**src/gb_cart_pkg.sv**
```systemverilog
package gb_cart_pkg;

	// ------------------------------
	// cartridge header in the download stream
	// ------------------------------

	// byte addresses of the two 16-bit header words we care about
	localparam logic [24:0] HDR_TYPE_OFS = 25'h146; // sgb flag + cart type
	localparam logic [24:0] HDR_SIZE_OFS = 25'h148; // rom size + ram size

	// ------------------------------
	// widths
	// ------------------------------

	localparam int ROM_BANK_W  = 9;  // mbc5 goes up to 512 banks
	localparam int RAM_BANK_W  = 4;  // 16 banks of 8k max
	localparam int CRAM_ADDR_W = 17; // 128k byte address into cart ram
	localparam int ROM_WADDR_W = 24; // word address into external rom memory
	localparam int LBA_W       = 8;  // sector counter bits that matter

	// writing this to 0000-1fff turns cart ram on
	localparam logic [3:0] RAM_ENABLE_KEY = 4'hA;

	// ------------------------------
	// types
	// ------------------------------

	// memory bank controller families handled here
	typedef enum logic [2:0] {
		MBC_NONE = 3'd0, // plain 32k rom
		MBC_1    = 3'd1,
		MBC_2    = 3'd2, // 512x4 bit ram on chip
		MBC_3    = 3'd3, // rtc not modelled
		MBC_5    = 3'd4
	} mbc_kind_t;

	// download word is little endian, so the odd byte sits on top
	// 0x146: {type @0x147, sgb flag @0x146}
	// 0x148: {ram size @0x149, rom size @0x148}
	typedef union packed {
		struct packed {
			logic [7:0] mbc_type;
			logic [7:0] sgb_flag;
		} type_w;
		struct packed {
			logic [7:0] ram_size;
			logic [7:0] rom_size;
		} size_w;
	} hdr_word_u;

endpackage

```
**src/mbc_regs.sv**
```systemverilog
`timescale 1ns/1ps

module mbc_regs (
	input  logic                                clk_sys,
	input  logic                                reset,
	input  logic                                cpu_ce,
	input  logic                                cart_wr,
	input  logic [15:0]                         cart_addr,
	input  logic [7:0]                          cart_di,
	input  gb_cart_pkg::mbc_kind_t              mbc_kind,
	output logic [gb_cart_pkg::ROM_BANK_W-1:0] rom_bank,
	output logic [gb_cart_pkg::RAM_BANK_W-1:0] ram_bank,
	output logic                                mbc1_mode,
	output logic                                rtc_mode,
	output logic                                ram_enable
);
	import gb_cart_pkg::*;

	logic reg_wr; // qualified cpu write into the rom area

	assign reg_wr = cpu_ce && cart_wr && !cart_addr[15];

	always_ff @(posedge clk_sys) begin
		if (reset) begin
			rom_bank   <= 9'd1; // bank 0 is never mapped high
			ram_bank   <= 4'd0;
			mbc1_mode  <= 1'b0;
			rtc_mode   <= 1'b0;
			ram_enable <= 1'b0;
		end else if (reg_wr) begin
			case (cart_addr[14:13])
				// ------------------------------
				// 0000-1fff ram enable
				2'b00: ram_enable <= (cart_di[3:0] == RAM_ENABLE_KEY);

				// ------------------------------
				// 2000-3fff rom bank
				2'b01: begin
					if (mbc_kind == MBC_5) begin
						if (cart_addr[12])
							rom_bank[8] <= cart_di[0];   // 3000-3fff high bit
						else
							rom_bank[7:0] <= cart_di;    // 2000-2fff low byte
					end else if (cart_di[6:0] == 7'd0) begin
						rom_bank <= 9'd1;                // 0 reads as 1 on older mappers
					end else begin
						rom_bank <= {2'b00, cart_di[6:0]};
					end
				end

				// ------------------------------
				// 4000-5fff ram bank or rtc select
				2'b10: begin
					if (mbc_kind == MBC_3) begin
						rtc_mode <= cart_di[3];          // 08-0c pick a clock register
						if (!cart_di[3])
							ram_bank <= {2'b00, cart_di[1:0]};
					end else if (mbc_kind == MBC_5) begin
						ram_bank <= cart_di[3:0];
					end else begin
						ram_bank <= {2'b00, cart_di[1:0]}; // mbc1 upper bits
					end
				end

				// ------------------------------
				// 6000-7fff banking mode, mbc1 only
				default: begin
					if (mbc_kind == MBC_1)
						mbc1_mode <= cart_di[0];
				end
			endcase
		end
	end

endmodule

```
**config.mk**
```make
export PLATFORM = sky130hd
export DESIGN_NAME = mbc_regs
export DESIGN_NICKNAME = d
export VERILOG_FILES = /design/src/gb_cart_pkg.sv /design/src/mbc_regs.sv
export SDC_FILE = /design/constraint.sdc
export NUM_CORES = 1
export LEC_CHECK = 0
export BUFFER_PORTS_ARGS = -buffer_cell sky130_fd_sc_hd__buf_2
export CORE_AREA = 3 3 51 44
export CTS_CLUSTER_DIAMETER = 120
export DETAILED_ROUTE_END_ITERATION = 8
export DIE_AREA = 0 0 54 47
export GPL_TIMING_DRIVEN = 0
export MAX_ROUTING_LAYER = met4
export PLACE_DENSITY = 0.8
export SYNTH_ARGS = -nofsm -noshare
export SYNTH_HDL_FRONTEND = slang
export SYNTH_SLANG_ARGS = --single-unit
```
**constraint.sdc**
```tcl
create_clock -name clk_sys -period 4.7 [get_ports clk_sys]
set_input_delay 1.175 -clock clk_sys [delete_from_list [all_inputs] [get_ports clk_sys]]
set_output_delay 1.175 -clock clk_sys [all_outputs]
set_load 0.05 [all_outputs]
```
* Word level (Yosys, flattened, before mapping) *
Cells that the tools add are included.
W data, S select, Z words.

storage, ports and cells
  memory bits (read-only) = 0
  input port bits = 31
  memory bits (writable) = 0
  memories kept = 0
  register bits after elaboration = 16
  output and inout bits = 16
  logic and storage cells = 35
  latch bits = 0

operators by class
  reduce and logical (&&, ||, !) cells = 12
  $mul = 0
  shift-type cells = 0
  bitwise logic cells = 1
  muxes and demuxes = 7
  div/mod/pow operators = 0
  order comparisons = 0
  $add $sub $neg = 0
  equal/unequal tests = 9

operators by type and width
  kind                  count
  $reduce_and A3 Y1     5
  $mux W4               3
  $mux W9               1
  $mux W8               1
  $logic_not A7 Y1      1
  $mux W7               1
  $ne A2 B2 Y1 const B  3
  $eq A4 B4 Y1 const B  1
  $eq A3 B1 Y1 const B  1
  $eq A3 B2 Y1 const B  1
  $eq A3 B3 Y1 const B  1
  $reduce_or A3 Y1      1
  $eq A2 B1 Y1 const B  1
  $eq A2 B2 Y1 const B  1
  $logic_and A1 B1 Y1   2
  $logic_not A2 Y1      1
  $reduce_and A2 Y1     1
  $logic_not A1 Y1      1
  $mux W1               1
  $not A1 Y1            1

* Longest topological paths before layout *
  depth after elaboration = 4
  gate-level depth with buffers = 5
  gate-level depth less buffers = 3

* Least setup slack after synthesis *
Ideal clock, no wire load.

  path type = input port to flip-flop
  start point = input port cart_di[3]
  end point = register rom_bank[0] in the netlist's numbering
  buffers on the path = 0
  arrival = 2,208 ps
  slack = 2,413 ps
  stages = 3
  data required time = 4,621 ps
  setup time = 79 ps
  cells stage by stage = or4_1 -> or4_1 -> a22oi_1

on the way
  longest elaborated chain between the ends = 3

ends and longest elaborated chain
  what                  RTL line        RTL
  from (decl)           mbc_regs.sv:9   input logic [7:0] cart_di,
  $logic_not A7 Y1      mbc_regs.sv:44  end else if (cart_di[6:0] == 7'd0) begin
  $mux W7               mbc_regs.sv:44
  $mux W9               mbc_regs.sv:39  if (mbc_kind == MBC_5) begin
  to (signal assigned)  mbc_regs.sv:47  rom_bank <= {2'b00, cart_di[6:0]};
  to (decl)             mbc_regs.sv:11  output logic [gb_cart_pkg::ROM_BANK_W-1:0] rom_bank,

No other way between the ends.
A chain may end at the register's enable or synchronous reset.

* Worst setup path in the final report *
  start point = input port cart_addr[15]
  end point = register rom_bank[5] in the netlist's numbering

on the way
  longest elaborated chain between the ends = 3

ends and longest elaborated chain
  what                                RTL line        RTL
  from (decl)                         mbc_regs.sv:8   input logic [15:0] cart_addr,
  $logic_not A1 Y1                    mbc_regs.sv:21  assign reg_wr = cpu_ce && cart_wr && !cart_addr[15];
  $logic_and A1 B1 Y1                 mbc_regs.sv:21
  $reduce_and A3 Y1 (no source line)  --

No other way between the ends.

==> out/results.txt <==
Status - finished clean
First-pass GRT wire length - 3110 um
CTS H-tree lvls - 1
Ant. Diodes - 0
R2R depth - 3
DR WL/cell - 13.4 um
Cell Rows - 14
Root Driver - clkbuf_4
Skew-Pair Late Insertion Delay - 0.29 ns
Period utilisation layout - 0.490
Setup bufs post-CTS - 0
Vias in the first global route - 723
Max Freq - 434 MHz
Adder-cell area share of the yosys netlist - 0
Setup Skew - 0 ns
Synthesis warning total - 0
Top post-synthesis cells by area - dfxtp_1, mux2i_1, nand2_1
Synthesized flop and latch total - 16
Worst Setup Start Kind - input port
Post-synthesis xor/xnor area fraction - 0
Clock sinks - 16
Syn Inst Count - 86
Slowest CP cell - a211oi_1
Starting DRT DRC Count - 20
Pin count of the biggest net entering global routing - 11
Worst Hold End - rtc_mode
Synthesized Nets - 117
Post-cts resize count - 0
MaxCap Viol Count - 0
Clk buf depth - 2
Worst Max-Slew Pin Slew - 0.715 ns
Top_reg_cell synth - dfxtp_1
Rel. slew slack - 0.521
Die W - 54 um
Leak - 0.458 nW
Post-layout net count - 155
Complex-gate fraction of the synthesized area - 0.154
Share of layout cells above drive strength 1 - 0.341
Hpwl dp - 1530 um
CP Capture Type - flop
Post-Synth Simple-Gate Area - 0.287
Cell taking the most area after synthesis - dfxtp_1
Initial core utilization - 0.437
Power, Total - 0.000261 W
Total grt overflow - 0
CTS tree - done
Asr flop ratio synth - 0
Worst min path class - reg -> reg
CTS Hold Bufs - 0
Via count - 808
Slowest Stage Delay on Critical Path - 0.68 ns
DRC - 0
CP delay by family, top - compound AO/OA/AOI/OAI gates
TNS Setup - 0 ns
DRT Pass-1 Iters - 4
Final WL - 1980 um
Seq/Total Area, Yosys - 0.406
CP cell instances - buf_2 > nand4b_1 > a211oi_1 > mux2i_1
Final Hold Fails - 0
Crit Path Max Fanout - 5
Number of flops mapped to enable cells by yosys - 0
Final GP Congestion - 0.830
Hold Path Origin - rtc_mode
PwrDens - 256 nW/um^2
Final Max Tran Viols - 0
Number of CTS-inserted buffers - 3
Mean Syn Cell Area - 9.17 sq um
Reg-to-reg startpoint - ram_bank[2]
Share of the synthesized area in the top cell type - 0.406
Top-count cell post-synth - nand2_1
R2R Path End - ram_bank[2]
Yosys cell types - 31
Util after Layout - 0.565
Post-Syn Area - 788 sq um
Setup violations, final - 0
Initial antenna violation count - 0
Clock slew seen by the registers of the worst setup and hold paths - 0.09 ns
Main combinational cell family by area after synthesis - simple AND/OR/NAND/NOR gates
Fillers - 176
ANT nets after route - 0
Port bufs - 33
DP Worst Slack - 2.10 ns
Worst Setup Path Type - in -> reg
# IOs - 47
Commonest cells in the netlist - nand2_1, dfxtp_1, mux2i_1
Required time of the critical path - 4.91 ns
Arrival time of the worst setup path - 2.52 ns
Fin crit period - 2.31 ns
WHS Path Cells - 2
DIE HEIGHT - 47 um
Vias/cell - 5.50
R2r setup slk - 3.95 ns
Synth-to-Final Area Change - 29.4%
GRT Total Usage - 0.177
Core Region - 1800 sq um
RSZ-0062 raised after global routing - false
Post-synthesis mux area share - 0.114
Final Worst Setup Slack - 2.39 ns
CP Buf/Inv Count - 1
Die Footprint - 2540 sq um
Peak supply drop - 0.185 mV
-- how the worst max path moves through the flow --
stage / start / endpoint / slack [ns] / cells after the start
final: cart_addr[15] / rom_bank[5] / 2.39 / 4
after global routing: cart_addr[15] / rom_bank[5] / 2.21 / 4
after CTS: cart_addr[15] / rom_bank[5] / 2.39 / 4
after detailed placement: cart_addr[15] / rom_bank[4] / 2.10 / 4
after global placement: cart_addr[15] / rom_bank[4] / 2.15 / 4
after floorplan: cart_di[3] / rom_bank[0] / 2.41 / 3
-- final cells by class --
class | instances | area [sq um] | share of cell area
multi-input combinational | 62 | 438 | 0.429
sequential | 16 | 320 | 0.314
timing repair buffer | 33 | 165 | 0.162
clock buffer | 4 | 36.3 | 0.0356
tap | 24 | 30.0 | 0.0294
buffer | 5 | 18.8 | 0.0184
inverter | 3 | 11.3 | 0.0110
-- kinds of logic (layout without fill, tap and decap cells) --
| logic type | count (synthesis) | after routing |
|---|---|---|
| AND/OR/NAND/NOR | 38 | 38 |
| flip-flops | 16 | 16 |
| AO/OA/AOI/OAI | 15 | 15 |
| multiplexers | 9 | 9 |
| buffers and inverters | 8 | 45 |
-- placed cells by master, fill, tap and decap left out, types with 2 or more instances in the layout --
cell,count
clkbuf_1,5
nand4b_1,3
buf_2,33
or4_1,2
clkbuf_4,3
o41ai_1,2
nor2b_1,2
nand2_1,17
dfxtp_1,16
a311oi_1,2
a21oi_1,2
nor4bb_1,2
inv_1,3
mux2i_1,9
nand3_1,3
-- worst min-delay path, stage by stage (launching register included) --
cell and delay, ns:
dfxtp_1 0.32, nand2_1 0.05, mux2i_1 0.05
-- layer usage --
layer | vias up | GRT usage | share of wire
met5 | - | - | 0
met4 | 0 | 0.0647 | 0.013
met3 | 5 | 0.0381 | 0.10
met2 | 39 | 0.258 | 0.42
met1 | 364 | 0.240 | 0.46
li1 | 400 | - | -
-- stage by stage --
stage	area [sq um]	instances	hold WS (ns)
final	1020	147	0.463
after global placement	983	143	0.442
after detailed placement	983	143	0.448
after CTS	1020	147	0.465
after floorplan	788	86	0.674
after global routing	1020	147	0.503
-- report_power, final --
part,leakage (nW),switching [W],internal [W]
combinational,0.308,0.0000211,0.0000122
sequential,0.129,0.000000499,0.000137
clock,0.0210,0.0000438,0.0000471
-- registers in the layout, indices dropped and copies added (netlist names) --
register,flops
ram_enable,1
mbc1_mode,1
ram_bank,4
rom_bank,9
rtc_mode,1
Note: power is estimated with default switching activity, not from simulation.
