<file path="src/gb_cart_pkg.sv">
package gb_cart_pkg;

	// ------------------------------
	// cartridge header in the download stream
	// ------------------------------

	// byte addresses of the two 16-bit header words we care about
	localparam logic [24:0] HDR_TYPE_OFS = 25'h146; // sgb flag + cart type
	localparam logic [24:0] HDR_SIZE_OFS = 25'h148; // rom size + ram size

	// ------------------------------
	// widths
	// ------------------------------

	localparam int ROM_BANK_W  = 9;  // mbc5 goes up to 512 banks
	localparam int RAM_BANK_W  = 4;  // 16 banks of 8k max
	localparam int CRAM_ADDR_W = 17; // 128k byte address into cart ram
	localparam int ROM_WADDR_W = 24; // word address into external rom memory
	localparam int LBA_W       = 8;  // sector counter bits that matter

	// writing this to 0000-1fff turns cart ram on
	localparam logic [3:0] RAM_ENABLE_KEY = 4'hA;

	// ------------------------------
	// types
	// ------------------------------

	// memory bank controller families handled here
	typedef enum logic [2:0] {
		MBC_NONE = 3'd0, // plain 32k rom
		MBC_1    = 3'd1,
		MBC_2    = 3'd2, // 512x4 bit ram on chip
		MBC_3    = 3'd3, // rtc not modelled
		MBC_5    = 3'd4
	} mbc_kind_t;

	// download word is little endian, so the odd byte sits on top
	// 0x146: {type @0x147, sgb flag @0x146}
	// 0x148: {ram size @0x149, rom size @0x148}
	typedef union packed {
		struct packed {
			logic [7:0] mbc_type;
			logic [7:0] sgb_flag;
		} type_w;
		struct packed {
			logic [7:0] ram_size;
			logic [7:0] rom_size;
		} size_w;
	} hdr_word_u;

endpackage

</file>
<file path="src/backup_seq.sv">
`timescale 1ns/1ps

module backup_seq (
	input  logic                   clk_sys,
	input  logic                   reset,
	input  logic                   cart_download,
	input  logic                   cram_wr,
	input  gb_cart_pkg::mbc_kind_t mbc_kind,
	input  logic [7:0]             ram_size_code,
	input  logic                   has_battery,
	input  logic                   img_mounted,
	input  logic                   img_readonly,
	input  logic [63:0]            img_size,
	input  logic                   osd_status,
	input  logic                   bk_load_req,
	input  logic                   bk_save_req,
	input  logic                   autosave_en,
	input  logic                   sd_ack,
	output logic [31:0]            sd_lba,
	output logic                   sd_rd,
	output logic                   sd_wr,
	output logic                   sav_pending
);
	import gb_cart_pkg::*;

	logic             dl_q, load_q, save_q, ack_q; // previous cycle copies for edges
	logic             bk_ena;     // writable image seen during download
	logic             bk_busy;    // transfer in progress
	logic             bk_loading; // direction of the running transfer
	logic             sav_supported;
	logic             bk_save;    // manual or automatic save request
	logic             load_edge, save_edge, dl_load;
	logic             start, start_load;
	logic [LBA_W-1:0] last_sector;

	assign sav_supported = has_battery && (ram_size_code != 8'd0 || mbc_kind == MBC_2) && bk_ena;
	assign bk_save       = bk_save_req || (sav_pending && osd_status && autosave_en);

	assign load_edge  = bk_ena && bk_load_req && !load_q;
	assign save_edge  = bk_ena && bk_save && !save_q;
	assign dl_load    = bk_ena && dl_q && !cart_download && (img_size != 64'd0); // fresh cart
	assign start      = !bk_busy && (load_edge || save_edge || dl_load);
	assign start_load = load_edge || dl_load; // load wins over a save edge

	// image sectors are 512 bytes
	always_comb begin
		if (mbc_kind == MBC_2)
			last_sector = 8'h01;
		else
			case (ram_size_code)
				8'd1:    last_sector = 8'h03;
				8'd2:    last_sector = 8'h0F;
				8'd3:    last_sector = 8'h3F;
				default: last_sector = 8'hFF;
			endcase
	end

	always_ff @(posedge clk_sys) begin
		if (reset) begin
			{dl_q, load_q, save_q, ack_q} <= 4'b0000;
			bk_ena      <= 1'b0;
			bk_busy     <= 1'b0;
			bk_loading  <= 1'b0;
			sav_pending <= 1'b0;
			sd_rd       <= 1'b0;
			sd_wr       <= 1'b0;
			sd_lba      <= 32'd0;
		end else begin
			dl_q   <= cart_download;
			load_q <= bk_load_req;
			save_q <= bk_save;
			ack_q  <= sd_ack;

			// new cart forgets the old image unless one mounts again
			if (cart_download && !dl_q)
				bk_ena <= 1'b0;
			if (cart_download && img_mounted && !img_readonly)
				bk_ena <= 1'b1;

			if (cram_wr && !osd_status && sav_supported)
				sav_pending <= 1'b1;
			else if (start)
				sav_pending <= 1'b0;

			if (sd_ack && !ack_q)
				{sd_rd, sd_wr} <= 2'b00; // host took the request

			// ------------------------------
			// sector stepping
			if (start) begin
				bk_busy    <= 1'b1;
				bk_loading <= start_load;
				sd_lba     <= 32'd0;
				sd_rd      <= start_load;
				sd_wr      <= !start_load;
			end else if (bk_busy && ack_q && !sd_ack) begin
				if (sd_lba[LBA_W-1:0] >= last_sector) begin
					bk_busy    <= 1'b0; // done
					bk_loading <= 1'b0;
				end else begin
					sd_lba <= sd_lba + 32'd1;
					sd_rd  <= bk_loading;
					sd_wr  <= !bk_loading;
				end
			end
		end
	end

endmodule

</file>
<file path="config.mk">
export PLATFORM = sky130hd
export DESIGN_NAME = backup_seq
export DESIGN_NICKNAME = d
export VERILOG_FILES = /design/src/gb_cart_pkg.sv /design/src/backup_seq.sv
export SDC_FILE = /design/constraint.sdc
export NUM_CORES = 1
export LEC_CHECK = 0
export ABC_CLOCK_PERIOD_IN_PS = 8050
export BUFFER_PORTS_ARGS = -buffer_cell sky130_fd_sc_hd__clkbuf_2
export CAP_MARGIN = 20
export CELL_PAD_IN_SITES_DETAIL_PLACEMENT = 0
export CELL_PAD_IN_SITES_GLOBAL_PLACEMENT = 2
export CORE_UTILIZATION = 26
export CTS_CLUSTER_DIAMETER = 150
export DETAILED_ROUTE_END_ITERATION = 6
export PLACE_DENSITY_LB_ADDON = 0.1
export SLEW_MARGIN = 20
export SYNTH_ARGS = -nofsm -noshare
export SYNTH_HDL_FRONTEND = slang
export SYNTH_SLANG_ARGS = --single-unit
</file>
<file path="constraint.sdc">
create_clock -name clk_sys -period 8.05 [get_ports clk_sys]
set_input_delay 1.2075 -clock clk_sys [delete_from_list [all_inputs] [get_ports clk_sys]]
set_output_delay 1.2075 -clock clk_sys [all_outputs]
set_load 0.03 [all_outputs]
</file>
Yosys cells after proc, flatten, opt, wreduce, memory -nomap -nowiden
Cells that the tools add are included.

word-level totals
  bits in registers = 42
  output and inout bits = 35

operators by class
  add/subtract/negate cells = 1
  magnitude comparators = 1
  eq/ne operators = 4
  muxes and demuxes = 18
  bitwise gates (word level) = 1
  reductions and logical operators = 45

operators by type and width
  cell                                                                    count
  64-bit nonzero test                                                     1
  32-bit by 1-bit adder with 32-bit output (second input constant)        1
  8-bit case mux with 3 select lines                                      1
  1-bit logical AND                                                       20
  8-bit by 2-bit equality test with 1-bit output (second input constant)  2
  1-bit 2-to-1 mux                                                        16
  1-bit zero test                                                         11
  8-bit by 1-bit equality test with 1-bit output (second input constant)  1
  8-bit greater-or-equal comparator                                       1
  8-bit 2-to-1 mux                                                        1
  2-bit nonzero test                                                      4
  8-bit nonzero test                                                      1
  1-bit logical OR                                                        5
  2-bit AND reduction                                                     2
  3-bit by 2-bit equality test with 1-bit output (second input constant)  1
  2-bit OR reduction                                                      1
  1-bit NOT                                                               1

Longest topological paths before layout
  word-level depth = 10
  mapped depth = 14
  mapped depth without buffers = 12

Worst setup path after synthesis
No wires, ideal clock.

  path type = in2reg
  from = input port ram_size_code[5]
  to = register sd_lba[30]
  setup time = 0.115 ns
  arrival time = 3.480 ns
  slack = 4.456 ns
  stages = 14
  buffers on the path = 2
  path through = nor4_1 -> nand2_1 -> nor2_1 -> a21o_1 -> a31o_2 -> ha_1 -> a41o_1 -> a211oi_2 -> o21a_1 -> buf_2 -> buf_4 -> nand4_1 -> xor2_1 -> nor2_1

between the ends
  longest elaborated chain between the ends = 6
  elaborated cells between the ends (all ways) = 8
  classes of those cells = order compare: 1; eq/ne: 3; mux: 2; bitwise: 1; reduce/logical: 1

RTL lines
  what                                                                                                              RTL line           text
  from (decl)                                                                                                       backup_seq.sv:9    input logic [7:0] ram_size_code,
  8-bit by 2-bit equality test with 1-bit output or 8-bit by 1-bit equality test with 1-bit output (tied branches)  backup_seq.sv:50   case (ram_size_code)
  8-bit case mux with 3 select lines *                                                                              backup_seq.sv:50
  8-bit 2-to-1 mux *                                                                                                backup_seq.sv:47   if (mbc_kind == MBC_2)
  8-bit greater-or-equal comparator *                                                                               backup_seq.sv:97   if (sd_lba[LBA_W-1:0] >= last_sector) begin
  1-bit NOT (no source line) *                                                                                      --
  2-bit AND reduction (no source line) *                                                                            --
  to (signal assigned)                                                                                              backup_seq.sv:101  sd_lba <= sd_lba + 32'd1;
  to (decl)                                                                                                         backup_seq.sv:19   output logic [31:0] sd_lba,

Every way passes the cells marked *; elsewhere a longest branch is shown, timed or not.
A chain may end at the register's enable or synchronous reset.

Worst setup path after layout
  from = input port ram_size_code[5]
  to = register sd_lba[24]

The elaborated chain is that of the path after synthesis.

==> results.ini <==
[run_status]
status=completed

[drt]
drt_wl_total_um=6490
ant_nets=0
detail_route.vias_per_cell=4.76
drt_first_iter_violations=88
drc_errors=0
vias=2298
first_pass_iters=4
avgRoutedWirePerCell_um=13.4

[power]
post-layout-total-power_w=0.000424
power.internal_w=0.000330
power_leakage_nw=1.35
comb_power_share_pct=9.2
switching_share_pct=22.3
net-switching-power_w=0.0000945
ir_drop_mv=0.0850
p_seq_share_pct=49.7
clock_power_share_pct=41.1
powerDensity_mw_per_mm2=141

[global_route]
antenna_violations_before_repair=0
grt.overflow.total=0
vias_in_the_first_global_route=2134
global_route.usage.total_pct=14.9
first_pass_grt_wire_length_um=10400
maximum_number_of_pins_on_one_net_before_global_route_repair=34

[sta]
tightestPinTransition_ns=0.695
setup_total_negative_slack_ns=0
setup-violations-final=0
slew_headroom_pct=53.7
finalMaxSlewViolations=0
rsz0062_at_grt=no
worst_hold_slack_ns=0.481
fin_skew_ns=0.00396
final_min_period_over_clock_period_pct=47.6
final_hold_viol_count=0
fmaxAchievable_mhz=261
layout_min_cycle_time_ns=3.83

[clock_tree]
clock_tree_from_tritoncts=yes
postCtsHoldBufs=0
clock_tree.htree_level_count=2
cts_root_buffer=clkbuf_8
numCtsBuffers=5
cts_sinks=42
clock_insertion_delay_worst_skew_ns=0.29
cts-root-to-sink-buffers=2
clkSlewWorstSetupHoldPaths_ns=0.08
postCtsResizedCells=0
postCtsSetupBuffers=0

[die]
floorplan.initialDensity_pct=27.0
floorplan.die.height_um=94.6
floorplan.rows=33
boundaryPins=122
fp.dieArea_mm2=0.00895
die_width_um=94.6
core-area_mm2=0.00826

[critical_path]
timing.critical_path.cells=clkbuf_2 > nor4_1 > nand2_1 > nor2_1 > a21o_1 > a31o_2 > ha_1 > a41o_1 > a211oi_2 > o21a_1 > nand4_1 > xor2_1 > nor2_1
master_of_the_slowest_instance_on_the_critical_path=o21a_1
timing.critical_path.to_type=flip-flop
cp-start-kind=input port
critPathMostFrequentCell=nor2_1
required_ns=8.23
cp_max_fo=19
timing_worst_setup_path_type=input port to flip-flop
timing.critical_path.slowest_cell_delay_ns=0.62
critical_path.top_delay_family=compound AO/OA/AOI/OAI gates
wp_buf_inv=1
worst_ep_arrival_time_ns=4.01

[synth]
postSynthNetCount=354
netlist_area_mm2=0.00223
synth_edf_count=0
yosys.area.top_type_share_pct=37.7
ys_seq_elements=42
synth_sequential_area_ratio_pct=37.7
synth-async-reset-ratio_pct=0
synth_top_cell_by_area=dfxtp_1
synth_cells=259
synth.distinct_cells=40
synthesis.yosys.warnings=0
postSynth.topFlopCell=dfxtp_1
post_synth_most_frequent_cells=nor2_1 (43), dfxtp_1 (42), nand4_1 (25)
yosysMostFrequentCell=nor2_1
synth_top_cells_by_area=dfxtp_1 (38%), xor2_1 (9.4%), nor2_1 (7.2%)
synth_area_per_cell_um2=8.61

[layout]
n_antenna_cell=0
filler_cell_count=890
finalNetCount=473
post_route_cells_drive_above_1_share_pct=34.9
areaGrowthSynthToFinish_pct=35.3

[place]
finalWeightedCongestion=0.758
buffer_ports.inserted=121
place_hpwl_um=4970

[hold_path]
hp-class=flip-flop to flip-flop

[run]
timing.max_cap.violations=0

[cells by family after synthesis]
| logic type | count (synthesis) | synth area share, % |
|---|---|---|
| buffers and inverters | 13 | 3.48 |
| AND/OR/NAND/NOR | 140 | 33.3 |
| XOR/XNOR | 32 | 12.6 |
| adder cells (fa/ha/maj) | 8 | 4.49 |
| flip-flops | 42 | 37.7 |
| AO/OA/AOI/OAI | 24 | 8.42 |
[through the flow]
step	cell area (um^2)	util [%]	setup WS, ns	std cells
2_1_floorplan	2230	-	4.46	259
3_3_place_gp	2900	35.2	3.91	476
3_5_place_dp	2900	35.2	3.86	476
4_1_cts	3020	36.5	4.16	483
5_1_grt	3020	36.5	3.89	483
6_report	3020	36.5	4.22	483
[worst min-delay path: stages, from the launching register on]
cell and delay (ns):
dfxtp_1 0.33, inv_1 0.05, o32ai_1 0.05
[routing by layer]
metal | vias up | wire [um] | part of all wire [%] | GRT usage [%]
met3 | 9 | 255 | 3.9 | 2.42
met4 | 0 | 80 | 1.2 | 3.41
li1 | 1185 | - | - | -
met1 | 1051 | 3060 | 47 | 19.3
met2 | 53 | 3100 | 48 | 25.6
met5 | - | 0 | 0 | 0
[worst paths after layout]
kind / cells after the start / slack [ns] / start / end
setup / recovery: 13 / 4.22 / ram_size_code[5] / sd_lba[24]
hold / removal: 2 / 0.48 / sav_pending / sav_pending
setup reg to reg: 7 / 5.63 / sd_lba[7] / sd_lba[24]
hold reg to reg: 2 / 0.48 / sav_pending / sav_pending
[layout by cell type, fill, tap and decap left out, types with 2 or more instances in the layout]
master    Yosys  final
nor2b_1       2      2
and3_1        6      6
a21o_1        2      2
nor4_1       20     20
clkbuf_2      0    121
dfxtp_1      42     42
inv_1         4      4
and4_1        3      3
xnor2_1       8      8
ha_1          8      8
and2_1        3      3
xor2_1       24     24
nand3_1      13     13
nand3b_1      2      2
o21a_1        2      2
nand4_1      25     25
nor2_1       43     43
nand2b_1      3      3
nor3b_1       2      2
nor3_1        4      4
nand2_1      11     11
a31oi_1       2      2
o211ai_1      2      2
clkbuf_8      0      6
a21oi_1       5      5
o21bai_1      2      2
[power groups by stage]
stage                     clock, W  sequential [W]  combinational (W)
after floorplan                  0        0.000216          0.0000159
after global placement           0        0.000216          0.0000389
after detailed placement         0        0.000216          0.0000393
after CTS                 0.000180        0.000211          0.0000394
after global routing      0.000190        0.000211          0.0000431
final                     0.000175        0.000211          0.0000389
[sequential cells by signal, summed over array words and instances, names as in the netlist]
name	flops
sd_lba	32
ack_q	1
bk_busy	1
bk_ena	1
bk_loading	1
dl_q	1
load_q	1
sav_pending	1
save_q	1
sd_rd	1
sd_wr	1
[layout make-up]
class | instances | area [um^2] | share of cell area, %
Sequential cell | 42 | 841 | 27.9
Multi-Input combinational cell | 204 | 1310 | 43.5
Timing Repair Buffer | 121 | 606 | 20.1
Clock buffer | 6 | 82.6 | 2.74
Inverter | 4 | 15.0 | 0.498
Tap cell | 105 | 131 | 4.36
Clock inverter | 1 | 30.0 | 0.995
(Power assumes the default switching activity.)
