**src/gb_cart_pkg.sv**
```systemverilog
package gb_cart_pkg;

	// ------------------------------
	// cartridge header in the download stream
	// ------------------------------

	// byte addresses of the two 16-bit header words we care about
	localparam logic [24:0] HDR_TYPE_OFS = 25'h146; // sgb flag + cart type
	localparam logic [24:0] HDR_SIZE_OFS = 25'h148; // rom size + ram size

	// ------------------------------
	// widths
	// ------------------------------

	localparam int ROM_BANK_W  = 9;  // mbc5 goes up to 512 banks
	localparam int RAM_BANK_W  = 4;  // 16 banks of 8k max
	localparam int CRAM_ADDR_W = 17; // 128k byte address into cart ram
	localparam int ROM_WADDR_W = 24; // word address into external rom memory
	localparam int LBA_W       = 8;  // sector counter bits that matter

	// writing this to 0000-1fff turns cart ram on
	localparam logic [3:0] RAM_ENABLE_KEY = 4'hA;

	// ------------------------------
	// types
	// ------------------------------

	// memory bank controller families handled here
	typedef enum logic [2:0] {
		MBC_NONE = 3'd0, // plain 32k rom
		MBC_1    = 3'd1,
		MBC_2    = 3'd2, // 512x4 bit ram on chip
		MBC_3    = 3'd3, // rtc not modelled
		MBC_5    = 3'd4
	} mbc_kind_t;

	// download word is little endian, so the odd byte sits on top
	// 0x146: {type @0x147, sgb flag @0x146}
	// 0x148: {ram size @0x149, rom size @0x148}
	typedef union packed {
		struct packed {
			logic [7:0] mbc_type;
			logic [7:0] sgb_flag;
		} type_w;
		struct packed {
			logic [7:0] ram_size;
			logic [7:0] rom_size;
		} size_w;
	} hdr_word_u;

endpackage

```
**src/cart_addr_map.sv**
```systemverilog
`timescale 1ns/1ps

module cart_addr_map (
	input  logic                                 cart_download,
	input  logic [24:0]                          ioctl_addr,
	input  logic [15:0]                          cart_addr,
	input  gb_cart_pkg::mbc_kind_t               mbc_kind,
	input  logic [gb_cart_pkg::ROM_BANK_W-1:0]  rom_bank,
	input  logic [gb_cart_pkg::RAM_BANK_W-1:0]  ram_bank,
	input  logic                                 mbc1_mode,
	input  logic [gb_cart_pkg::ROM_BANK_W-1:0]  rom_mask,
	input  logic [gb_cart_pkg::RAM_BANK_W-1:0]  ram_mask,
	output logic [gb_cart_pkg::ROM_WADDR_W-1:0] rom_addr,
	output logic [gb_cart_pkg::CRAM_ADDR_W-1:0] cram_addr
);
	import gb_cart_pkg::*;

	logic                  hi_window; // 4000-7fff switchable area
	logic [ROM_BANK_W-1:0] bank_raw;  // bank before mirroring
	logic [ROM_BANK_W-1:0] rom_sel;   // bank actually driven out
	logic [RAM_BANK_W-1:0] ram_sel;

	assign hi_window = (cart_addr[15:14] == 2'b01);

	always_comb begin
		// per mapper view of the bank register
		case (mbc_kind)
			MBC_1:   bank_raw = {2'b00, mbc1_mode ? 2'b00 : ram_bank[1:0], rom_bank[4:0]};
			MBC_2:   bank_raw = {5'd0, rom_bank[3:0]};
			MBC_3:   bank_raw = {2'b00, rom_bank[6:0]};
			default: bank_raw = rom_bank; // mbc5 full 9 bits
		endcase

		if (mbc_kind == MBC_NONE)
			rom_sel = {8'd0, hi_window}; // flat 32k
		else if (hi_window)
			rom_sel = bank_raw & rom_mask; // mirror on small roms
		else
			rom_sel = '0; // 0000-3fff is fixed bank 0

		// mbc1 only banks ram in mode 1
		case (mbc_kind)
			MBC_1:        ram_sel = (mbc1_mode ? {2'b00, ram_bank[1:0]} : 4'd0) & ram_mask;
			MBC_3, MBC_5: ram_sel = ram_bank & ram_mask;
			default:      ram_sel = 4'd0;
		endcase
	end

	// 16-bit wide rom, so the byte address drops bit 0
	assign rom_addr  = cart_download ? ioctl_addr[24:1] : {2'b00, rom_sel, cart_addr[13:1]};
	assign cram_addr = {ram_sel, cart_addr[12:0]};

endmodule

```
**config.mk**
```make
export PLATFORM = sky130hd
export DESIGN_NAME = cart_addr_map
export DESIGN_NICKNAME = d
export VERILOG_FILES = /design/src/gb_cart_pkg.sv /design/src/cart_addr_map.sv
export SDC_FILE = /design/constraint.sdc
export NUM_CORES = 1
export LEC_CHECK = 0
export ABC_AREA = 1
export BUFFER_PORTS_ARGS = -buffer_cell sky130_fd_sc_hd__clkbuf_2
export CAP_MARGIN = 15
export CORE_MARGIN = 1
export CORE_UTILIZATION = 29
export DETAILED_ROUTE_END_ITERATION = 12
export PLACE_DENSITY = 0.89
export SLEW_MARGIN = 40
export SYNTH_ARGS = -nofsm -noshare
export SYNTH_HDL_FRONTEND = slang
export SYNTH_SLANG_ARGS = --single-unit
```
**constraint.sdc**
```tcl
create_clock -name vclk -period 2.02
set_clock_uncertainty 0.15 [all_clocks]
set_input_delay 0.404 -clock vclk [all_inputs]
set_output_delay 0.404 -clock vclk [all_outputs]
set_load 0.05 [all_outputs]
```
After elaboration in Yosys (flattened, before gate mapping)
Index checks and enable logic that the tools add are counted.
{"block": "word_totals", "word_cells": 17, "in_bits": 72, "out_inout_bits": 41, "register_bits": 0}
{"block": "op_classes", "n_reduce_logical": 2, "n_mux": 7, "n_eq_ne": 5, "bitwise": 3}
{"op": "9-bit one-hot mux with 3 select lines", "count": 1}
{"op": "24-bit two-way mux", "count": 1}
{"op": "9-bit two-way mux", "count": 2}
{"op": "9-bit AND", "count": 1}
{"op": "4-bit one-hot mux with 2 select lines", "count": 1}
{"op": "3-bit by 2-bit equality test with 1-bit output, second input constant", "count": 2}
{"op": "2-bit by 4-bit AND with 4-bit output", "count": 1}
{"op": "4-bit AND", "count": 1}
{"op": "2-bit two-way mux", "count": 2}
{"op": "3-bit by 1-bit equality test with 1-bit output, second input constant", "count": 1}
{"op": "3-bit equality test, second input constant", "count": 1}
{"op": "3-bit logical NOT", "count": 1}
{"op": "2-bit by 1-bit equality test with 1-bit output, second input constant", "count": 1}
{"op": "2-bit OR reduction", "count": 1}

Longest topological paths before layout
Gate-level depths: netlist of run 1.
{"block": "depth", "ltp_word": 6, "mapped_depth": 8, "mapped_depth_nobuf": 7}

Least setup slack after synthesis of run 1
Ideal clock, no wire load.
{"block": "synth_path", "path_kind": "input-to-output", "startpoint": "input port cart_download", "endpoint": "output port rom_addr[20] in the netlist's numbering", "slack_ns": -0.432, "path_stages": 6, "n_path_buf": 1, "required_time_ns": 1.466, "t_arrival_ns": 1.898, "cell_sequence": "buf_6 > inv_4 > nand2_4 > nor2_8 > nand3_1 > o21ai_0"}
{"block": "synth_via", "elab_chain_cells": 1}
{"element": "start, declared", "line": "cart_addr_map.sv:4", "text": "input logic cart_download,"}
{"element": "24-bit two-way mux", "line": "cart_addr_map.sv:50", "text": "assign rom_addr = cart_download ? ioctl_addr[24:1] : {2'b00, rom_sel, cart_addr[13:1]};"}
{"element": "end, declared", "line": "cart_addr_map.sv:13", "text": "output logic [gb_cart_pkg::ROM_WADDR_W-1:0] rom_addr,"}
No other way between the ends.

Final worst setup path of run 1
{"block": "layout_path", "startpoint": "input port mbc_kind[2]", "endpoint": "output port rom_addr[19] in the netlist's numbering"}
{"block": "layout_via", "elab_chain_cells": 6, "word_cells_on_any_way": 9, "cone_classes": "3 x eq/ne; 4 x mux; 1 x bitwise; 1 x reduce/logical"}
{"element": "start, declared", "line": "cart_addr_map.sv:7", "text": "input gb_cart_pkg::mbc_kind_t mbc_kind,"}
{"element": "3-bit by 2-bit equality test with 1-bit output / 3-bit by 1-bit equality test with 1-bit output (equally long branches)", "line": "cart_addr_map.sv:27", "text": "case (mbc_kind)"}
{"element": "9-bit one-hot mux with 3 select lines", "line": "cart_addr_map.sv:27"}
{"element": "9-bit AND", "line": "cart_addr_map.sv:37", "text": "rom_sel = bank_raw & rom_mask;"}
{"element": "9-bit two-way mux", "line": "cart_addr_map.sv:36", "text": "else if (hi_window)"}
{"element": "9-bit two-way mux *", "line": "cart_addr_map.sv:34", "text": "if (mbc_kind == MBC_NONE)"}
{"element": "24-bit two-way mux *", "line": "cart_addr_map.sv:50"}
Mark *: on every way between the ends. The rest lies on a longest branch, timed or not.

==> run metrics, run 1 <==
CP startpoint kind=primary input; PwrDens=345 nW/um^2; largest net degree at the start of global routing=25; clkbuf count=0; # rows=16; Rel. slew slack=0.809; fin. max-slew vios=0; Routed Antenna Nets=0; max_cap viols=0; Place WS=106 ps; highest clock rate=532 MHz; via count=1047; Power, Total=roughly 380 uW; DRC=0; # fillers=208; largest fanout on the critical path=7; die height=between 40 and 50 um; Die X=around 47 um; syn nets=200; initial antenna violation count=0; Arrival @ worst endpoint=around 1300 ps; via/cell ratio=approximately 4.2; Leakage Power=0.801 nW; vias in the first global route=710; Worst Hold End=cram_addr[0]; WHS Path Cells=0; Hold Fails Final Rpt=0; Synth warnings=0; overall fraction of global-route tracks in use=0.148; proportion of synthesized chip area in sequential cells=0; # setup viols final=0; detailed router's first-iteration violation count=13; first-pass GRT wire length=about 2.5 mm; run status=complete, no violations; worst setup margin=between 100 and 150 ps; CP required=1470 ps; hpwl dp=1.77 mm; Mapped Cells=between 100 and 150; 1st-pass router iterations=4; I/O pin cnt=113; gp weighted congestion=0.693; Placed Cells=250; hold_sp=cart_addr[0]; core region area=1940 um^2; CP endpoint kind=primary output; fin crit share=0.930; WL final=1.96 mm; Worst-Margin Slew=~290 ps; RSZ-0062 raised after global routing=false; Storage cell area=0 um^2; most frequent cells in the layout=clkbuf_2 (110), nand2_1 (76), inv_1 (9); Layout Nets=297; non-filler cells, final=250; VDD IR max=roughly 200 uV; Period minus WS final=1880 ps; crit path kind=primary input to primary output; Initial Utilization=0.308; DIE AREA=2250 um^2; FFs & Latches=0; Avg Cell Area, Syn=4.67 um^2; Overflow after GRT=0; Syn Std Cell Area=roughly 600 um^2; HP Class=primary input to primary output; wire length per cell=approximately 7.8 um; Util after Layout=0.565; Area Growth Syn to Fin=83.5%; Ant. Diodes=0; commonest non-fill, non-tap cell in the layout=clkbuf_2; count of cell types in the netlist=15; Hold Slack=658 ps; Port Buffers=110; share of cells above drive strength 1=0.556
## synth_stat cells
| cell | count | share of area |
|---|---|---|
| buf_2 | 3 | 0.025 |
| buf_6 | 1 | 0.019 |
| o21ai_0 | 3 | 0.025 |
| nor2_1 | 5 | 0.031 |
| inv_1 | 9 | 0.056 |
| nand2_4 | 2 | 0.038 |
| nand3_1 | 5 | 0.042 |
| nor2_8 | 1 | 0.033 |
| nor3_1 | 1 | 0.0084 |
| inv_4 | 1 | 0.010 |
| o21ai_1 | 4 | 0.033 |
| nor2_2 | 2 | 0.021 |
| nand2_1 | 76 | 0.48 |
| a21oi_1 | 2 | 0.017 |
| buf_4 | 13 | 0.16 |
## stage by stage
stage / cell area (um^2) / setup TNS [ps]
2_1_floorplan: 617 / -205
3_3_place_gp: 1090 / 0
3_5_place_dp: 1090 / 0
4_1_cts: 1090 / 0
5_1_grt: 1100 / 0
6_report: 1100 / 0
## worst max-delay path, stage by stage
cell and delay (ps):
clkbuf_2 100, inv_1 110, nand2_1 150, nand2_4 100
nor2_2 90, nand2_1 50, nand2_1 50, clkbuf_2 270
## worst max path at each step
stage,start,endpoint,cells past startpoint
after floorplan,mbc_kind[1],cram_addr[13],3
after global placement,mbc_kind[1],cram_addr[13],5
after detailed placement,mbc_kind[1],rom_addr[19],7
after CTS,mbc_kind[1],cram_addr[14],5
after global routing,mbc_kind[1],rom_addr[19],8
final,mbc_kind[2],rom_addr[19],8
## where the power goes
group | internal (mW) | switching, mW | total [mW]
Clock | 0 | 0 | 0
Combinational | 0.109 | 0.269 | 0.378
Sequential | 0 | 0 | 0
Total | 0.109 | 0.269 | 0.378
## per-layer routing
layer  routed length (um)  track usage
met1                  739        0.151
met5                    0            0
met2                  998        0.323
met3                  218       0.0226
met4                    0            0
## final cells by class
class	instances	area, um^2	share of cell area
Tap cell	27	33.8	0.0308
Inverter	10	40.0	0.0365
Timing Repair Buffer	112	566	0.515
Multi-Input combinational cell	101	458	0.417
## cells by family after synthesis
| family | count (synthesis) | share of synthesized area |
|---|---|---|
| AND/OR/NAND/NOR | 92 | 0.651 |
| AO/OA/AOI/OAI | 9 | 0.0753 |
| buffers and inverters | 27 | 0.274 |
## what timing repair did
| item | in CTS | in global routing |
|---|---|---|
| setup endpoints to repair | 0 | 4 |
| hold buffers | 0 | 0 |
| buffers inserted | 0 | 0 |
| gates resized for setup | 0 | 2 |
Power figures use the tool's default switching activity.
==> run 2: changes to the inputs <==
--- a/config.mk
+++ b/config.mk
@@ -11,7 +11,7 @@
 export CORE_MARGIN = 1
 export CORE_UTILIZATION = 29
 export DETAILED_ROUTE_END_ITERATION = 12
-export PLACE_DENSITY = 0.89
+export PLACE_DENSITY = 0.86
 export SLEW_MARGIN = 40
 export SYNTH_ARGS = -nofsm -noshare
 export SYNTH_HDL_FRONTEND = slang
==> run 2 against run 1 <==
Routed wire length decreased by 2.2%. Via count increased by 1.6%. Clock-buffer cell count unchanged. Fmax decreased by 1.5%. Sequential share of layout area unchanged. Final area unchanged. First-iteration DRC count decreased by 23%. Hold slack about the same. Critical endpoint is now rom_addr[18]. Combinational power about the same. Die area unchanged. Non-clock buffer count unchanged.
==> run metrics, run 2 (synthesis gave the netlist of run 1 again) <==
run status=complete, no violations (unchanged); max_cap viols=0 (unchanged); detailed router's first-iteration violation count=10 (was 13); Slowest-stage cell, CP=clkbuf_2 (unchanged); commonest non-fill, non-tap cell in the layout=clkbuf_2 (unchanged); Port Buffers=110 (unchanged); FFs & Latches=0 (unchanged); clkbuf count=0 (unchanged); die height=47.4 um (unchanged); share of cells above drive strength 1=0.556 (unchanged); largest fanout on the critical path=7 (unchanged); WHS Path Cells=0 (unchanged); via count=1064 (was 1047); DRC=0 (unchanged); Die X=47.4 um (unchanged); initial antenna violation count=0 (unchanged); Crit path largest cell delay=270 ps (about the same); overall fraction of global-route tracks in use=0.139 (was 0.148); core region area=1940 um^2 (unchanged); most frequent cells in the layout=clkbuf_2 (109), nand2_1 (76), inv_1 (9) (was clkbuf_2 (110), nand2_1 (76), inv_1 (9)); grt met3 use=0.00377 (was 0.0226); Hold Fails Final Rpt=0 (unchanged); Arrival @ worst endpoint=1350 ps (was 1330 ps); largest net degree at the start of global routing=25 (unchanged); most used cell, CP=nand2_1 (unchanged); VDD IR max=157 uV (was 202 uV); Placed Cells=250 (unchanged); Setup TNS=0 ps (unchanged); CP startpoint kind=primary input (unchanged); via/cell ratio=4.26 (was 4.19); Layout Nets=297 (unchanged); CP endpoint kind=primary output (unchanged); RSZ-0062 raised after global routing=false (unchanged); # setup viols final=0 (unchanged); CP required=1470 ps (about the same); Overflow after GRT=0 (unchanged); CP top delay family=buffers and inverters (unchanged); Bufs and invs on worst path=3 (unchanged); hold_sp=cart_addr[0] (unchanged); Worst Hold End=cram_addr[0] (unchanged); DIE AREA=2250 um^2 (unchanged); Area Growth Syn to Fin=83.5% (unchanged); worst path cell trace=clkbuf_2 > inv_1 > nand2_1 > nand2_4 > nor2_2 > nand2_1 > nand2_1 > clkbuf_2 (unchanged); crit path kind=primary input to primary output (unchanged); Period minus WS final=1910 ps (was 1880 ps); Routed Antenna Nets=0 (unchanged); HP Class=primary input to primary output (unchanged); WL final=1.91 mm (was 1.96 mm); Leakage Power=0.801 nW (about the same); fin. max-slew vios=0 (unchanged); highest clock rate=524 MHz (was 532 MHz); layer with the highest usage=met2 (unchanged); first-pass GRT wire length=2.41 mm (was 2.54 mm); 1st-pass router iterations=4 (unchanged); Storage cell area=0 um^2 (unchanged); gp weighted congestion=0.683 (was 0.693); I/O pin cnt=113 (unchanged); Initial Utilization=0.308 (unchanged); Rel. slew slack=0.813 (was 0.809); Ant. Diodes=0 (unchanged); postcts setup bufs=0 (unchanged); PwrDens=344 nW/um^2 (was 345 nW/um^2); met1 usage=0.155 (was 0.151); hpwl dp=1.73 mm (was 1.77 mm); vias in the first global route=691 (was 710); Worst-Margin Slew=279 ps (was 288 ps); Hold Slack=658 ps (about the same); wire length per cell=7.65 um (was 7.82 um); grt met2 use=0.299 (was 0.323); non-filler cells, final=250 (unchanged); fin crit share=0.945 (was 0.930); # rows=16 (unchanged)
==> run 2: cell count changes in the layout (fill, tap and decap cells not counted), sizes merged <==
cell,change
buf,+1
clkbuf,-1
==> run 2: repair_timing <==
action	CTS	global route
gates resized for setup	0	3
setup endpoints to repair	0	4
hold buffers	0	0
==> run 2: area by class of cell <==
cell class	count	area, um^2
multi-input cells	101	458
repair buffers	112	566
inverters	10	40.0
fillers	218	845
well taps	27	33.8
==> run 2: worst max-delay path by stage <==
stage / endpoint / start / cells past startpoint / slack [ps]
4_1_cts: rom_addr[18] / mbc_kind[1] / 7 / 80
6_report: rom_addr[18] / mbc_kind[2] / 8 / 110
2_1_floorplan: cram_addr[13] / mbc_kind[1] / 3 / -70
3_5_place_dp: rom_addr[18] / mbc_kind[1] / 7 / 80
3_3_place_gp: rom_addr[18] / mbc_kind[1] / 7 / 110
5_1_grt: rom_addr[18] / mbc_kind[2] / 8 / 10
==> run 2: through the flow <==
step           instance area [um^2]   util  setup slack, ps  total power, mW
6_report                       1100  0.565              112            0.377
5_1_grt                        1100  0.565             13.6            0.410
4_1_cts                        1090  0.563             75.3            0.379
3_5_place_dp                   1090  0.563             80.3            0.378
3_3_place_gp                   1090  0.563              108            0.375
2_1_floorplan                   617      -            -73.9            0.278
==> run 2: metal layers <==
| layer | up-vias | wire, um |
|---|---|---|
| met5 | - | 0 |
| met4 | 0 | 0 |
| met3 | 0 | 216 |
| met2 | 63 | 1040 |
| met1 | 435 | 654 |
| li1 | 566 | - |
==> run 2: power by group <==
| group | total [mW] | leakage, nW | switching (mW) | internal (mW) |
|---|---|---|---|---|
| sequential | 0 | 0 | 0 | 0 |
| clock | 0 | 0 | 0 | 0 |
| combinational | 0.377 | 0.801 | 0.268 | 0.109 |
